$ cat src/source/dmem_pkg.sv
package dmem_pkg;

   typedef logic [31:0] addr_t;      // byte address
   typedef logic [31:0] word_t;
   typedef logic [4:0]  reg_idx_t;
   typedef logic [1:0]  size_t;
   typedef logic [3:0]  lane_mask_t; // one bit per byte lane
   typedef logic [1:0]  byte_off_t;

   // access size codes, 3 behaves as word
   localparam size_t SIZE_WORD = 2'd0;
   localparam size_t SIZE_BYTE = 2'd1;
   localparam size_t SIZE_HALF = 2'd2;

   localparam addr_t UART_TX_ADDR = 32'h1000_0000; // tx register

endpackage

$ cat src/source/dmem_access_if.sv
interface dmem_access_if #(
   parameter int ADDR_BITS = 12
);
   import dmem_pkg::*;

   logic [ADDR_BITS-3:0] word_index;
   lane_mask_t           lanes;
   word_t                store_data;  // already on its lanes
   logic                 mem_write;   // strobe without uart hits
   logic                 uart_hit;
   byte_off_t            offset;
   size_t                size;

   modport decoder (
      output word_index, lanes, store_data, mem_write, uart_hit, offset, size
   );

   modport memory (
      input word_index, lanes, store_data, mem_write
   );

   modport result (
      input uart_hit, offset, size, store_data
   );

endinterface

$ cat src/source/writeback_select.sv
module writeback_select (
   input  logic                clk,
   input  logic                rst_n,
   dmem_access_if.result       acc,
   input  dmem_pkg::word_t     read_word,
   input  logic                run,
   input  logic                we,
   input  logic                re,  // not needed, reads are always on
   input  logic                mem_to_reg,
   input  dmem_pkg::word_t     alu_result,
   input  dmem_pkg::reg_idx_t  rd_in,
   input  logic                reg_we_in,
   output dmem_pkg::word_t     reg_wdata,
   output dmem_pkg::reg_idx_t  reg_rd,
   output logic                reg_we_out,
   output dmem_pkg::word_t     uart_dout,
   output logic                uart_we
);
   import dmem_pkg::*;

   word_t shifted;
   word_t load_value;
   logic  uart_store;

   // memory is read every cycle, so the value does not depend on re;
   // mem_to_reg alone picks load data over the alu result
   assign shifted = read_word >> {acc.offset, 3'b000};

   always_comb begin
      if (acc.uart_hit) begin
         load_value = '0;
      end else begin
         case (acc.size)
            SIZE_BYTE: load_value = {24'h0, shifted[7:0]};
            SIZE_HALF: load_value = {16'h0, shifted[15:0]};
            default:   load_value = shifted;
         endcase
      end
   end

   assign uart_store = we && acc.uart_hit;

   always_ff @(posedge clk or negedge rst_n) begin
      if (!rst_n) begin
         reg_we_out <= 1'b0;
         uart_we    <= 1'b0;
      end else begin
         reg_we_out <= reg_we_in && run;
         uart_we    <= uart_store;
      end
   end

   always_ff @(posedge clk) begin
      reg_wdata <= mem_to_reg ? load_value : alu_result;
      reg_rd    <= rd_in;
      if (uart_store) begin
         uart_dout <= acc.store_data;
      end
   end

   // back to back pulses need back to back stores
   a_uart_pulse : assert property (
      @(posedge clk) disable iff (!rst_n)
      (uart_we && $past(uart_we)) |-> ($past(we) && $past(we, 2))
   ) else $error("uart_we held without consecutive stores");

endmodule
$ cat src/flat_wrapper.sv
// flat-port wrapper written by rule: the top's interface ports become plain ports
module writeback_select_flat import dmem_pkg::*;
  (clk, rst_n, read_word, run, we, re, mem_to_reg, alu_result, rd_in, reg_we_in, reg_wdata, reg_rd, reg_we_out, uart_dout, uart_we, acc_uart_hit, acc_offset, acc_size, acc_store_data);
  dmem_access_if acc_i ();
  input  logic clk;
  input  logic rst_n;
  input  dmem_pkg::word_t read_word;
  input  logic run;
  input  logic we;
  input  logic re;
  input  logic mem_to_reg;
  input  dmem_pkg::word_t alu_result;
  input  dmem_pkg::reg_idx_t rd_in;
  input  logic reg_we_in;
  output dmem_pkg::word_t reg_wdata;
  output dmem_pkg::reg_idx_t reg_rd;
  output logic reg_we_out;
  output dmem_pkg::word_t uart_dout;
  output logic uart_we;
  input wire logic [$bits(acc_i.uart_hit)-1:0] acc_uart_hit;
  input wire logic [$bits(acc_i.offset)-1:0] acc_offset;
  input wire logic [$bits(acc_i.size)-1:0] acc_size;
  input wire logic [$bits(acc_i.store_data)-1:0] acc_store_data;
  assign acc_i.uart_hit = acc_uart_hit;
  assign acc_i.offset = acc_offset;
  assign acc_i.size = acc_size;
  assign acc_i.store_data = acc_store_data;
  writeback_select u_core (.clk(clk), .rst_n(rst_n), .acc(acc_i), .read_word(read_word), .run(run), .we(we), .re(re), .mem_to_reg(mem_to_reg), .alu_result(alu_result), .rd_in(rd_in), .reg_we_in(reg_we_in), .reg_wdata(reg_wdata), .reg_rd(reg_rd), .reg_we_out(reg_we_out), .uart_dout(uart_dout), .uart_we(uart_we));
endmodule
$ cat config.mk
export PLATFORM = sky130hd
export DESIGN_NAME = writeback_select_flat
export DESIGN_NICKNAME = d
export VERILOG_FILES = /design/src/source/dmem_pkg.sv /design/src/source/dmem_access_if.sv /design/src/source/writeback_select.sv /design/src/flat_wrapper.sv
export SDC_FILE = /design/constraint.sdc
export NUM_CORES = 1
export LEC_CHECK = 0
export ABC_AREA = 1
export BUFFER_PORTS_ARGS = -buffer_cell sky130_fd_sc_hd__buf_2
export CAP_MARGIN = 20
export CORE_MARGIN = 3
export CORE_UTILIZATION = 37
export CTS_CLUSTER_SIZE = 30
export DETAILED_ROUTE_END_ITERATION = 16
export PLACE_DENSITY_LB_ADDON = 0.2
export RECOVER_POWER = 100
export SLEW_MARGIN = 20
export SYNTH_ARGS = -nofsm -noshare
export SYNTH_HDL_FRONTEND = slang
export SYNTH_SLANG_ARGS = --single-unit
$ cat constraint.sdc
create_clock -name clk -period 0.8 [get_ports clk]
set_clock_uncertainty 0.2 [all_clocks]
set_input_delay 0.12 -clock clk [delete_from_list [all_inputs] [get_ports clk]]
set_output_delay 0.12 -clock clk [all_outputs]
set_load 0.02 [all_outputs]
Word level (Yosys, flattened, before mapping)
Cells that the tools add are included.

cells by class
  equality and inequality tests = 2
  shift operators = 1
  mux-type cells = 3
  reductions and logical operators = 2

operators by type and width
  kind                                                             count
  32-bit 2-to-1 mux                                                2
  32-bit one-hot mux with 2 select lines                           1
  32-bit by 5-bit right shift with 32-bit output                   1
  2-bit by 1-bit == test with 1-bit output, second input constant  1
  2-bit == test, second input constant                             1
  1-bit logical AND                                                2

storage, ports and cells
  bits in registers = 71
  input port bits = 113
  word-level logic and storage cells = 13

Longest topological paths before layout
  depth after elaboration = 4
  depth in mapped cells = 7

Worst setup path after synthesis
Ideal clock, no wire load.

  path type = in2reg
  start point = input we
  end point = register u_core.uart_dout[0], enable pin
  data arrival time = 0.803 ns
  required time = 0.213 ns
  setup slack = -0.590 ns
  stages on the path = 2
  path buffers = 0
  cell sequence = nand2_1 inv_1

on the way
  cells in the longest elaborated chain, start to end = 1

ends and longest elaborated chain
  item                   line                    source
  from (decl)            flat_wrapper.sv:9       input logic we;
  1-bit logical AND      writeback_select.sv:41  assign uart_store = we && acc.uart_hit;
  net u_core.uart_store  writeback_select.sv:23  logic uart_store;
  to (signal assigned)   writeback_select.sv:57  uart_dout <= acc.store_data;
  to (decl)              writeback_select.sv:16  output dmem_pkg::word_t uart_dout,

The timed path passes the listed nets, and every way through them passes these cells.
A chain may end at the register's enable or synchronous reset.

Final worst setup path
  start point = register u_core.uart_dout[4]
  end point = output uart_dout[4]

RTL lines
  item       line                source
  to (decl)  flat_wrapper.sv:18  output dmem_pkg::word_t uart_dout;

No word-level cell between the ends.

==> key figures <==
CTS
  – Clock-pin slew on the worst setup and hold paths: 0.08 ns
  – Root buf cell: clkbuf_8
  – H-Tree Depth: 3
  – Hold Buf Count CTS: 6
  – Clock tree buffer depth: 2
  – Num CTS Buffers: 9
  – CTS tree: done
  – Sink Count: 71

Pwr
  – Net Sw Frac: 26.8%
  – Clock power share: 35.2%
  – Reg power frac: 45.7%
  – Power, Total: 9.15 mW
  – Leak pwr: 2.24 nW
  – Comb pwr share: 19.1%
  – Sw power: 2.45 mW
  – PD cells: 1970 nW/µm²
  – Worst VDD drop: 1.08 mV
  – Internal power: 6.69 mW

Synthesis
  – Compound-Gate Fraction of Synth Area: 1.48%
  – Synth Register Bits: 71
  – Synth Area in Simple Gates: 28.5%
  – Post-Syn Area: 2700 µm²
  – Mapped Nets: 397
  – Sequential share of the synthesized area: 64.8%
  – Netlist cell types: 18
  – Yosys warnings: 0
  – Synthesized area per cell: 9.55 µm²
  – Mux contribution to synthesized area: 0%
  – Synth Area in Adders: 0.463%
  – Largest family of logic cells by synthesized area: simple AND/OR/NAND/NOR gates
  – Mapped Cells: 283
  – Xor and xnor area share after synthesis: 0%

STA
  – Final Hold Fails: 67
  – Tightest Pin Transition: 0.281 ns
  – Worst setup margin: -0.423 ns
  – Setup TNS: -25.93 ns
  – Final setup viols: 122
  – Slew headroom: 81.3%
  – RSZ-0062 raised after global routing: yes
  – Slew Limit Fails: 0
  – Worst hold margin: -0.247 ns
  – Tmin final: 1.22 ns
  – Fin crit share: 153%
  – Fmax: 0.818 GHz

Final layout
  – Antenna diodes: 0
  – Area Overhead vs Synth: 71.9%
  – Non-filler cells, final: 584
  – NumNets Final: 597
  – Layout cells sized above 1: 60.0%
  – Final core occ: 66.9%
  – Fillers: 562

Critical path
  – Startpoint types: flop
  – Worst EP required: 0.48 ns
  – Worst path bufs/invs: 1
  – CP max FO: 1
  – CP peak stage delay: 0.42 ns
  – Slowest-stage cell, CP: edfxtp_1
  – Crit end category: output pin
  – Crit Path Class: flop to output pin
  – Critical Path AT: 0.90 ns
  – CP Cell Sequence: buf_6
  – Crit path max-delay family: flip-flops

Detailed routing
  – Initial drt markers: 88
  – Post-route ant nets: 0
  – Post-Route WL: 8.62 mm
  – Vias: 2672
  – First drt pass iteration count: 4
  – Routed length per instance: 14.8 µm
  – DRC viols: 0
  – Vias per cell: 4.58

Floorplan
  – Core ar.: 6940 µm²
  – Initial Util: 38.9%
  – Die H: 91.4 µm
  – # IOs: 184
  – Die Area: 8360 µm²
  – Rows: 30
  – Die X: 91.4 µm

Worst hold path
  – Hold/Removal Path Class: primary input to flop

Placed design
  – Inst Count DP: 559
  – HPWL Detailed: 6.32 mm
  – Port bufs: 182
  – Final GP Congestion: 0.849

Global route
  – First-pass GRT wire length: 13.1 mm
  – Congestion Overflow GR: 0
  – Largest net degree at the start of global routing: 34
  – Antenna violations before repair: 0
  – Vias in the first global route: 2726
  – All-Layer GR Usage: 20.1%

Job
  – Total of max-cap violations: 0

Run status
  – Failing checks: negative hold slack, negative setup slack
  – Status: finished, violations left
## area by class of cell
type	instances	area, µm²	area share, %
multi-input combinational	193	996	21.4
inverter	8	55.1	1.19
clock inverter	7	105	2.26
clock buffer	9	124	2.67
sequential	71	1800	38.7
tap	96	120	2.59
timing repair buffer	200	1450	31.1
## synthesized netlist by cell type
| library cell | number | area (µm²) |
|---|---|---|
| nand2_1 | 139 | 522 |
| nand3_1 | 40 | 200 |
| dfxtp_1 | 37 | 741 |
| edfxtp_1 | 32 | 961 |
| buf_6 | 6 | 67.6 |
| o21ai_0 | 6 | 30.0 |
| buf_2 | 4 | 20.0 |
| inv_2 | 4 | 15.0 |
| inv_1 | 3 | 11.3 |
| clkbuf_1 | 2 | 7.51 |
| dfrtp_1 | 2 | 50.1 |
| o21ai_1 | 2 | 10.0 |
| ha_1 | 1 | 12.5 |
| inv_4 | 1 | 6.26 |
| nand3_4 | 1 | 17.5 |
| nor2_1 | 1 | 3.75 |
| nor2_2 | 1 | 6.26 |
| nor2_8 | 1 | 20.0 |
## layer usage
metal,global-route usage (%),share of wire [%],vias to the layer above
met3,7.37,8.9,12
met1,22.4,39,1200
met2,35.3,50,134
met4,6.66,1.8,0
li1,-,-,1326
met5,0,0,-
## metrics by stage
stage          cell area, µm²  setup WS [ns]  hold WS (ns)
3_5_place_dp             3870         -0.453        -0.293
4_1_cts                  4580         -0.453        -0.259
6_report                 4640         -0.423        -0.247
3_3_place_gp             3870         -0.427        -0.295
2_1_floorplan            2850         -0.385        -0.376
5_1_grt                  4640         -0.456        -0.269
## state kept, by name, indices dropped and copies added (netlist names)
| register | count |
|---|---|
| u_core.uart_we | 1 |
| u_core.reg_we_out | 1 |
| u_core.reg_rd | 5 |
| u_core.uart_dout | 32 |
| u_core.reg_wdata | 32 |
## cell usage in the layout, fill, tap and decap left out, drive strengths merged
| master | Yosys | routed |
|---|---|---|
| nand2 | 139 | 139 |
| dfrtp | 2 | 2 |
| clkinv | 0 | 3 |
| clkbuf | 2 | 13 |
| o21ai | 8 | 8 |
| dfxtp | 37 | 37 |
| edfxtp | 32 | 32 |
| clkinvlp | 0 | 2 |
| buf | 10 | 190 |
| bufinv | 0 | 2 |
| nand3 | 41 | 42 |
| nor2 | 3 | 3 |
| dlygate4sd3 | 0 | 6 |
| ha | 1 | 1 |
| inv | 8 | 8 |
## timing repair
| action | CTS | global route |
|---|---|---|
| endpoints found under the hold margin | 72 | 67 |
| pin swaps | 8 | 8 |
| buffers inserted | 2 | 0 |
| endpoints found under the setup margin | 121 | 91 |
| gates resized for setup | 138 | 28 |
| cloned | 1 | 0 |
## worst paths after layout
check	startpoint	to	slack (ns)	cells after the start
max	u_core.uart_dout[4]	uart_dout[4]	-0.42	1
max in group asynchronous	rst_n	u_core.reg_we_out	0.38	2
min	acc_store_data[9]	u_core.uart_dout[9]	-0.25	1
min in group asynchronous	rst_n	u_core.uart_we	-0.10	2
## power by group through the flow
stage               clock network (mW)  registers (mW)  logic [mW]
floorplan                            0            4.52       0.477
global placement                     0            4.19        1.44
detailed placement                   0            4.19        1.46
CTS                               3.30            4.17        1.72
global route                      3.49            4.19        1.88
finish                            3.22            4.18        1.75
## cells by family after synthesis
group                      count (synthesis)
buffers and inverters                     20
AOI/OAI and AO/OA                          8
DFF                                       71
adders and majority gates                  1
and+or+nand+nor                          183
Note: power is estimated with default switching activity, not from simulation.
