### config.mk
export PLATFORM = sky130hd
export DESIGN_NAME = access_decode_flat
export DESIGN_NICKNAME = d
export VERILOG_FILES = /design/src/source/dmem_pkg.sv /design/src/source/dmem_access_if.sv /design/src/source/access_decode.sv /design/src/flat_wrapper.sv
export SDC_FILE = /design/constraint.sdc
export NUM_CORES = 1
export LEC_CHECK = 0
export BUFFER_PORTS_ARGS = -buffer_cell sky130_fd_sc_hd__buf_2
export CORE_UTILIZATION = 30
export DETAILED_ROUTE_END_ITERATION = 10
export PLACE_DENSITY = 0.83
export SETUP_SLACK_MARGIN = 0.3
export SYNTH_ARGS = -nofsm -noshare
export SYNTH_HDL_FRONTEND = slang
export SYNTH_SLANG_ARGS = --single-unit
### constraint.sdc
create_clock -name vclk -period 1.35
set_input_delay 0.135 -clock vclk [all_inputs]
set_output_delay 0.135 -clock vclk [all_outputs]
set_load 0.01 [all_outputs]
### src/source/dmem_pkg.sv
package dmem_pkg;

   typedef logic [31:0] addr_t;      // byte address
   typedef logic [31:0] word_t;
   typedef logic [4:0]  reg_idx_t;
   typedef logic [1:0]  size_t;
   typedef logic [3:0]  lane_mask_t; // one bit per byte lane
   typedef logic [1:0]  byte_off_t;

   // access size codes, 3 behaves as word
   localparam size_t SIZE_WORD = 2'd0;
   localparam size_t SIZE_BYTE = 2'd1;
   localparam size_t SIZE_HALF = 2'd2;

   localparam addr_t UART_TX_ADDR = 32'h1000_0000; // tx register

endpackage

### src/source/dmem_access_if.sv
interface dmem_access_if #(
   parameter int ADDR_BITS = 12
);
   import dmem_pkg::*;

   logic [ADDR_BITS-3:0] word_index;
   lane_mask_t           lanes;
   word_t                store_data;  // already on its lanes
   logic                 mem_write;   // strobe without uart hits
   logic                 uart_hit;
   byte_off_t            offset;
   size_t                size;

   modport decoder (
      output word_index, lanes, store_data, mem_write, uart_hit, offset, size
   );

   modport memory (
      input word_index, lanes, store_data, mem_write
   );

   modport result (
      input uart_hit, offset, size, store_data
   );

endinterface

### src/source/access_decode.sv
module access_decode #(
   parameter int ADDR_BITS = 12
) (
   input  dmem_pkg::addr_t  addr,
   input  dmem_pkg::size_t  size,
   input  dmem_pkg::word_t  wdata,
   input  logic             we,
   dmem_access_if.decoder   acc
);
   import dmem_pkg::*;

   lane_mask_t base_mask;
   word_t      base_data;
   lane_mask_t lanes;
   word_t      store_data;
   byte_off_t  offset;
   logic       uart_hit;
   logic       mem_write;

   assign offset   = addr[1:0];
   assign uart_hit = (addr == UART_TX_ADDR);

   // mask and data before alignment
   always_comb begin
      case (size)
         SIZE_BYTE: begin
            base_mask = 4'b0001;
            base_data = {24'h0, wdata[7:0]};
         end
         SIZE_HALF: begin
            base_mask = 4'b0011;
            base_data = {16'h0, wdata[15:0]};
         end
         default: begin
            base_mask = 4'b1111;
            base_data = wdata;
         end
      endcase
   end

   always_comb begin
      // lanes shifted past bit 3 fall off
      lanes      = base_mask << offset;
      store_data = base_data << {offset, 3'b000};
      mem_write  = we && !uart_hit;
   end

   assign acc.word_index = addr[ADDR_BITS-1:2];
   assign acc.lanes      = lanes;
   assign acc.store_data = store_data;
   assign acc.mem_write  = mem_write;
   assign acc.uart_hit   = uart_hit;
   assign acc.offset     = offset;
   assign acc.size       = size;

endmodule

### src/flat_wrapper.sv
// flat-port wrapper written by rule: the top's interface ports become plain ports
module access_decode_flat import dmem_pkg::*;
#(
   parameter int ADDR_BITS = 12
)
  (addr, size, wdata, we, acc_word_index, acc_lanes, acc_store_data, acc_mem_write, acc_uart_hit, acc_offset, acc_size);
  dmem_access_if #(.ADDR_BITS(ADDR_BITS)) acc_i ();
  input  dmem_pkg::addr_t addr;
  input  dmem_pkg::size_t size;
  input  dmem_pkg::word_t wdata;
  input  logic we;
  output wire logic [$bits(acc_i.word_index)-1:0] acc_word_index;
  output wire logic [$bits(acc_i.lanes)-1:0] acc_lanes;
  output wire logic [$bits(acc_i.store_data)-1:0] acc_store_data;
  output wire logic [$bits(acc_i.mem_write)-1:0] acc_mem_write;
  output wire logic [$bits(acc_i.uart_hit)-1:0] acc_uart_hit;
  output wire logic [$bits(acc_i.offset)-1:0] acc_offset;
  output wire logic [$bits(acc_i.size)-1:0] acc_size;
  assign acc_word_index = acc_i.word_index;
  assign acc_lanes = acc_i.lanes;
  assign acc_store_data = acc_i.store_data;
  assign acc_mem_write = acc_i.mem_write;
  assign acc_uart_hit = acc_i.uart_hit;
  assign acc_offset = acc_i.offset;
  assign acc_size = acc_i.size;
  access_decode #(.ADDR_BITS(ADDR_BITS)) u_core (.addr(addr), .size(size), .wdata(wdata), .we(we), .acc(acc_i));
endmodule
# [Word level (Yosys, flattened, before mapping)]
# Index checks and enable logic that the tools add are counted.
[totals] elab_cells=9 out_inout_bits=52 inputBits=67 regBits=0
[op_classes] n_eq_ne=3 n_shift=2 n_reduce_logical=2 n_mux=2
[op_table] operator="$pmux W32 S2" n=1
[op_table] operator="$eq A32 B29 Y1 const B" n=1
[op_table] operator="$shl A32 B5 Y32" n=1
[op_table] operator="$pmux W4 S2" n=1
[op_table] operator="$shl A4 B2 Y4" n=1
[op_table] operator="$eq A2 B1 Y1 const B" n=1
[op_table] operator="$eq A2 B2 Y1 const B" n=1
[op_table] operator="$logic_and A1 B1 Y1" n=1
[op_table] operator="$logic_not A1 Y1" n=1

# [Depth between registers and ports, before layout]
# Gate-level depths: netlist (run 1).
[depth] word_depth=3 ltp_mapped=6 mapped_depth_nobuf=5

# [Least setup slack after synthesis (run 1)]
# OpenSTA, ideal clock, no wires.
[synth_timing] path_type="input to output" start="input size[0]" end="output acc_store_data[25]" n_path_buf=1 slack_ns=0.124 path_stages=6 arrival_time_ns=1.091 cell_sequence="inv_1 > ha_1 > buf_2 > o21ai_0 > o21a_1 > o22ai_1"
[synth_via] elab_chain_len=3
[synth_lines] item="start: declaration" line_no="flat_wrapper.sv:9" text="input dmem_pkg::size_t size;"
[synth_lines] item="$eq A2 B2 Y1 or $eq A2 B1 Y1 (tied branches)" line_no="access_decode.sv:25" text="case (size)"
[synth_lines] item="$pmux W32 S2 (*)" line_no="access_decode.sv:25"
[synth_lines] item="$shl A32 B5 Y32 (*)" line_no="access_decode.sv:44" text="store_data = base_data << {offset, 3'b000};"
[synth_lines] item="end: declaration" line_no="flat_wrapper.sv:14" text="output wire logic [$bits(acc_i.store_data)-1:0] acc_store_data;"
# Mark *: on every way between the ends. The rest lies on a longest branch, timed or not.

# [Final worst setup path (run 1)]
[layout_timing] start="input size[0]" end="output acc_store_data[29]"
# The elaborated chain is that of the path after synthesis.

==> results of run 1 <==
-- layer usage --
layer / wire length, µm / up-vias / global-route usage [%]
li1: - / 684 / -
met1: 1340 / 646 / 25.7
met2: 2080 / 77 / 53.4
met3: 355 / 0 / 4.64
met4: 0 / 0 / 2.63
met5: 0 / - / 0
-- logic make-up after synthesis --
group / Yosys count / synth area share (%)
compound gates: 43 / 36.4
mux: 8 / 10.4
simple gates: 42 / 28.5
fa+ha+maj: 2 / 3.26
buf+inv: 25 / 21.4
-- through the flow --
step	power [mW]	setup slack [ns]	TNS, ns
6_report	0.690	-0.0125	-0.0302
5_1_grt	0.741	-0.0605	-0.219
4_1_cts	0.665	0.00928	0
3_5_place_dp	0.607	-0.112	-0.820
3_3_place_gp	0.598	-0.0591	-0.419
2_1_floorplan	0.337	0.236	0
-- where the power goes --
part           switching, mW  internal, mW
Clock                      0             0
Sequential                 0             0
Combinational          0.337         0.353
-- timing repair --
| item | in CTS | in global routing |
|---|---|---|
| gates resized for setup | 29 | 9 |
| hold buffers | 0 | 0 |
| pin swaps | 6 | 7 |
| endpoints found under the setup margin | 38 | 38 |
| setup buffers | 2 | 1 |
-- final timing paths --
path                  startpoint                 end  depth (start not counted)
worst max-delay path     size[0]  acc_store_data[29]                          8
worst min-delay path     addr[8]   acc_word_index[6]                          2
-- synthesized netlist by cell type (all sizes together) --
| library cell | number | area share, % |
|---|---|---|
| nand2 | 10 | 5.2 |
| buf | 21 | 19 |
| ha | 2 | 3.3 |
| nor4 | 7 | 6.5 |
| nor2b | 2 | 1.6 |
| o21ai | 8 | 5.2 |
| clkbuf | 1 | 0.49 |
| nand4 | 2 | 1.6 |
| o21a | 9 | 8.8 |
| and2 | 8 | 6.5 |
| a22oi | 8 | 7.8 |
| nor2 | 12 | 5.9 |
| mux2i | 8 | 10 |
| inv | 3 | 1.5 |
| a21oi | 1 | 0.65 |
| o22ai | 17 | 14 |
| nor4b | 1 | 1.1 |
-- layout make-up --
cell class / count / share of cell area (%)
Inverter: 3 / 1.07
Multi-Input combinational cell: 95 / 49.2
Tap cell: 28 / 2.00
Timing Repair Buffer: 144 / 47.7
==> results.md, run 1 <==
* Run status: complete, but fails checks
* Failing checks: setup timing
* Worst Tran Pin Value at 0.300 ns
* Final std cells w/o fill at 270
* Fill cell count at 195
* DP Area at 0.00156 mm²
* Hold WS at 0.471 ns
* GRT Total Usage at 25.4%
* Critical path capture point type: primary output
* Flip-flop and latch count at 0
* Synth-to-Final Area Change at 128%
* Ant. Diodes at 0
* Cell chain of the critical path: buf_8, inv_8, ha_4, buf_6, o21ai_4, o21a_1, o22ai_2, buf_2
* FMAX at 734 MHz
* Peak VDD IR at 0.268 mV
* # IOs at 119
* Commonest non-fill, non-tap cell in the layout: buf_2
* Nets at 313
* Multi-input gate area at 860 µm²
* WP data required at 1.22 ns
* Final WS setup at -0.0125 ns
* GP Congestion at 0.859
* Fin. max-slew vios at 0
* Syn nets at 189
* Crit Path Max Fanout at 7
* GRT overflow at 0
* Die X at 52.6 µm
* Slew margin rel. at 79.9%
* Avg Vias per Cell at 5.21
* Layout cells sized above 1 at 80.2%
* Syn Inst Count at 120
* CP Buf/Inv Count at 4
* Final Hold Viols at 0
* PwrDens at 395 mW/mm²
* Max-Cap Viols at 0
* Arrival time worst endpoint at 1.23 ns
* PortBufs at 119
* Row count at 17
* Core area at 0.00232 mm²
* CP max-delay cell: ha_4
* Drt first pass iters at 4
* Global-route wire length before repair at 5.40 mm
* Drt total wl at 3.78 mm
* Initial DRC Count at 18
* Vias in the first global route at 1,310
* Dpl hpwl at 2.95 mm
* Netlist cell types at 22
* Final setup violation count at 3
* Finished Cell Area at 0.00175 mm²
* CP delay by family, top: buffers and inverters
* Crit share post-route at 101%
* Final Util at 75.4%
* Clock buffer count at 0
* Most frequent cells in the layout: buf_2 (117), buf_4 (18), o22ai_2 (17), nand2_1 (9), o21a_1 (9)
* Syn_area_per_cell at 6.39 µm²
* Hold Crit Class: input pin to primary output
* Sequential area share after synthesis at 0%
* CP Launch Type: input pin
* Leakage power at 0.909 nW
* Initial antenna violation count at 0
* Unrepaired setup endpoints after global routing: yes
* Synthesized area at 767 µm²
* Synth Warn # at 0
* Minimum clock period at 1.36 ns
* Pin count of the biggest net entering global routing at 25
* WL/cell at 14.0 µm
* Antenna Nets Post-Route at 0
* Cell Count Post-Placement at 267
* Total number of vias at 1,407
* Initial Utilization at 33.1%
* Drt drc at 0
* Worst path max stage delay at 0.30 ns
* Die H at 52.6 µm
* Sequential Area at 0 µm²
* Worst Path Class, Setup: input pin to primary output
* Die area at 0.00276 mm²
No activity file was read; power rests on OpenSTA's default activity.
==> run 2, diff against run 1 <==
RECOVER_POWER = 25   (was default)
==> results.md, run 2 (synthesis results as in run 1) <==
* Run status: complete, but fails checks
* Failing checks: setup timing
* CP max-delay cell: ha_4
* Commonest non-fill, non-tap cell in the layout: buf_2
* Cts hold-fix bufs at 0 (unchanged)
* Peak VDD IR at 0.267 mV (about the same)
* Die X at 52.6 µm (unchanged)
* Multi-input gate area at 860 µm² (unchanged)
* CP Launch Type: input pin
* Layout cells sized above 1 at 76.0% (-4.1 points)
* Ant. Diodes at 0 (unchanged)
* GRT Total Usage at 25.4% (unchanged)
* Worst Tran Pin Value at 0.300 ns (-0.000000715 ns)
* Finished Cell Area at 0.00174 mm² (-0.72%)
* CP delay by family, top: buffers and inverters
* Global-route wire length before repair at 5.40 mm (unchanged)
* Crit Path Max Fanout at 7 (unchanged)
* WL/cell at 14.0 µm (+0.32%)
* Vias in the first global route at 1,310 (unchanged)
* FMAX at 734 MHz (unchanged)
* Max-Cap Viols at 0 (unchanged)
* Core area at 0.00232 mm² (unchanged)
* Drt drc at 0 (unchanged)
* Sequential Area at 0 µm² (unchanged)
* PortBufs at 119 (unchanged)
* Clock buffer count at 0 (unchanged)
* GRT overflow at 0 (unchanged)
* CP Buf/Inv Count at 4 (unchanged)
* Die area at 0.00276 mm² (unchanged)
* Final Hold Viols at 0 (unchanged)
* Hold Crit Class: input pin to primary output
* Drt total wl at 3.79 mm (+0.32%)
* Antenna Nets Post-Route at 0 (unchanged)
* Cell chain of the critical path: buf_8, inv_8, ha_4, buf_6, o21ai_4, o21a_1, o22ai_2, buf_2
* Fin. max-slew vios at 0 (unchanged)
* Final std cells w/o fill at 270 (unchanged)
* Leakage power at 0.881 nW (-3.0%)
* Synth-to-Final Area Change at 126%
* GP Congestion at 0.859 (unchanged)
* Worst Path Class, Setup: input pin to primary output
* Total number of vias at 1,406 (-0.071%)
* Beginning of the critical path: size[0]
* Hold path start: addr[8]
* Pin count of the biggest net entering global routing at 25 (unchanged)
* Final setup violation count at 3 (unchanged)
* Dpl hpwl at 2.95 mm (unchanged)
* Slew margin rel. at 79.9% (unchanged)
* Flip-flop and latch count at 0 (unchanged)
* WP data required at 1.22 ns (about the same)
* Row count at 17 (unchanged)
* Minimum clock period at 1.36 ns (+0.000000100 ns)
* Fill cell count at 197 (+1.0%)
* # IOs at 119 (unchanged)
* Initial DRC Count at 15 (-3)
* Unrepaired setup endpoints after global routing: yes
* Cell Count Post-Placement at 267 (unchanged)
* Worst path max stage delay at 0.30 ns (about the same)
* Die H at 52.6 µm (unchanged)
* Arrival time worst endpoint at 1.23 ns (about the same)
* Crit share post-route at 101% (about the same)
* Initial Utilization at 33.1% (unchanged)
* Critical path capture point type: primary output
* Nets at 313 (unchanged)
* Initial antenna violation count at 0 (unchanged)
* Most frequent cells in the layout: buf_2 (107), buf_4 (18), o22ai_2 (17), clkbuf_1 (10)
* DP Area at 0.00156 mm² (unchanged)
* PwrDens at 395 mW/mm² (+0.19%)
* Final WS setup at -0.0125 ns (-0.000000100 ns)
* Drt first pass iters at 4 (unchanged)
* Avg Vias per Cell at 5.21 (about the same)
-- run 2: cell types whose count changed in the layout (fill, tap and decap cells not counted) --
| cell | before | now |
|---|---|---|
| buf_2 | 117 | 107 |
| clkbuf_1 | 0 | 10 |
-- run 2: cell type report --
cell class         count  share of cell area, %
inverters              3                   1.08
multi-input cells     95                   49.5
repair buffers       144                   47.4
well taps             28                   2.02
-- run 2: report_power, final --
part           switching (mW)  total [mW]  internal [mW]  leakage (nW)
Combinational           0.337       0.686          0.349         0.881
Sequential                  0           0              0             0
Clock                       0           0              0             0
-- run 2: worst paths after layout --
path / cells past startpoint / endpoint / slack (ns)
worst min-delay path: 2 / acc_word_index[6] / 0.49
worst max-delay path: 8 / acc_store_data[29] / -0.01
-- run 2: per-layer routing --
metal	wire length [µm]	GRT usage [%]	up-vias
li1	-	-	684
met1	1340	25.7	643
met2	2090	53.4	79
met3	366	4.64	0
met4	0	2.63	0
met5	0	0	-
-- run 2: what timing repair did --
action	CTS	global route
resized for setup	29	9
pin swaps	6	7
endpoints found under the setup margin	38	38
buffers inserted	2	1
-- run 2: metrics by stage --
stage | utilization, % | setup WS [ns] | TNS, ns | power (mW) | hold WS, ns
5_1_grt | 74.9 | -0.0605 | -0.219 | 0.737 | 0.503
3_3_place_gp | 67.5 | -0.0591 | -0.419 | 0.598 | 0.469
4_1_cts | 73.1 | 0.00928 | 0 | 0.665 | 0.470
3_5_place_dp | 67.5 | -0.112 | -0.820 | 0.607 | 0.470
6_report | 74.9 | -0.0125 | -0.0302 | 0.686 | 0.489
2_1_floorplan | - | 0.236 | 0 | 0.337 | 0.350
==> run 3, diff against run 2 <==
clock period = 1.68 ns   (was 1.35 ns; I/O delays follow)
==> results.md, run 3 (synthesis results as in run 1) <==
* CP max-delay cell: ha_4
* Vias in the first global route at 1,133 (-14%)
* Final setup violation count at 0 (-3)
* WL/cell at 13.6 µm (-3.0%)
* Arrival time worst endpoint at 1.27 ns (+0.04 ns)
* Cts hold-fix bufs at 0 (unchanged)
* Drt first pass iters at 5 (+1)
* Total power at 446 µW (-35%)
* Die X at 52.6 µm (unchanged)
* Power share of the combinational group at 100.0% (about the same)
* Worst Tran Pin Value at 0.296 ns (-0.00437 ns)
* Initial Utilization at 33.1% (unchanged)
* GP Congestion at 0.728 (-15%)
* WP data required at 1.51 ns (+0.29 ns)
* Commonest non-fill, non-tap cell in the layout: buf_2
* Worst Path Class, Setup: input pin to primary output
* Die area at 0.00276 mm² (unchanged)
* Beginning of the critical path: size[1]
* CP Launch Type: input pin
* GRT Total Usage at 22.9% (-2.5 points)
* Row count at 17 (unchanged)
* Slew margin rel. at 80.3% (+0.36 points)
* Sw Share at 51.1% (+2.0 points)
* Avg Vias per Cell at 5.21 (about the same)
* Unrepaired setup endpoints after global routing: yes
* Crit share post-route at 85.5%
* Synth-to-Final Area Change at 84.8%
* Leakage power at 0.759 nW (-14%)
* Initial antenna violation count at 0 (unchanged)
* Drt drc at 0 (unchanged)
* Worst path max stage delay at 0.28 ns (-0.02 ns)
* Sequential Area at 0 µm² (unchanged)
* Ant. Diodes at 0 (unchanged)
* PortBufs at 119 (unchanged)
* Sequential share of power at 0% (unchanged)
* PwrDens at 315 mW/mm² (-20%)
* Core area at 0.00232 mm² (unchanged)
* Most frequent cells in the layout: buf_2 (104), o22ai_1 (16), nor2_1 (12), clkbuf_1 (12), o21a_1 (9)
* Finished Cell Area at 0.00142 mm² (-18%)
* Hold Crit Class: input pin to primary output
* Global-route wire length before repair at 4.84 mm (-10%)
* Hold path start: addr[10]
* Final Hold Viols at 0 (unchanged)
* Total number of vias at 1,324 (-5.8%)
* Drt total wl at 3.46 mm (-8.8%)
* Minimum clock period at 1.44 ns
* Flip-flop and latch count at 0 (unchanged)
* FMAX at 696 MHz
* Initial DRC Count at 12 (-3)
* Nets at 297 (-5.1%)
* Peak VDD IR at 0.171 mV (-36%)
* Clock Power Share at 0% (unchanged)
* Internal power at 218 µW (-37%)
* Run status: completed
* Layout cells sized above 1 at 58.4% (-18 points)
* Final std cells w/o fill at 254 (-5.9%)
* # IOs at 119 (unchanged)
* Fill cell count at 253 (+28%)
* Clock buffer count at 0 (unchanged)
* CP most frequent cell: buf_8
* Fin. max-slew vios at 0 (unchanged)
* Crit Path Max Fanout at 5 (-2)
* Cell chain of the critical path: buf_8, ha_4, buf_8, o21ai_4, o21a_1, o22ai_1, buf_2
* Die H at 52.6 µm (unchanged)
* Critical path capture point type: primary output
* Pin count of the biggest net entering global routing at 21 (-16%)
* Antenna Nets Post-Route at 0 (unchanged)
* Max-Cap Viols at 0 (unchanged)
* Net Sw Power at 228 µW (-32%)
* Cell Count Post-Placement at 250 (-6.4%)
* GRT overflow at 0 (unchanged)
* DP Area at 0.00128 mm² (-18%)
[run 3: changes by cell type in the layout (fill, tap and decap cells not counted), sizes merged]
cell    before  now
buf        134  116
clkbuf      10   12
[run 3: final cells by class]
type	count	area, µm²	share of cell area [%]
inverter	3	13.8	0.971
tap	28	35.0	2.47
timing repair buffer	128	686	48.4
multi-input combinational	95	683	48.2
[run 3: routing by layer]
layer  vias to the layer above  track usage (%)  part of all wire (%)
met1                       597             24.7                    38
met5                         -                0                     0
met4                         0             2.19                  0.35
li1                        652                -                     -
met2                        73             48.3                    53
met3                         2             1.45                   8.6
[run 3: metrics by stage]
stage	setup WS, ns	utilization [%]	hold slack (ns)	setup TNS, ns
detailed placement	-0.0556	55.3	0.537	-0.422
global route	0.210	61.1	0.560	0
CTS	0.229	58.8	0.536	0
global placement	-0.0456	55.3	0.536	-0.263
floorplan	0.388	-	0.416	0
finish	0.244	61.1	0.555	0
[run 3: path summary, 6_finish.rpt]
path	slack [ns]	endpoint	cells after the start
setup / recovery	0.24	acc_store_data[30]	7
hold / removal	0.56	acc_word_index[8]	2
[run 3: what timing repair did]
action / in CTS / in global routing
pin swaps: 6 / 15
buffers inserted: 1 / 2
gates resized for setup: 24 / 12
setup endpoints to repair: 24 / 21
gates cloned: 1 / 0
[run 3: power groups by stage]
stage / sequential (mW) / combinational [mW] / clock [mW]
2_1_floorplan: 0 / 0.218 / 0
3_3_place_gp: 0 / 0.381 / 0
3_5_place_dp: 0 / 0.386 / 0
4_1_cts: 0 / 0.425 / 0
5_1_grt: 0 / 0.485 / 0
6_report: 0 / 0.446 / 0
[run 3: worst max-delay path, delay by kind of cell]
family / cells / cell delay (ns)
AOI/OAI and AO/OA: 3 / 0.41
adders and majority gates: 1 / 0.28
buffers and inverters: 3 / 0.39
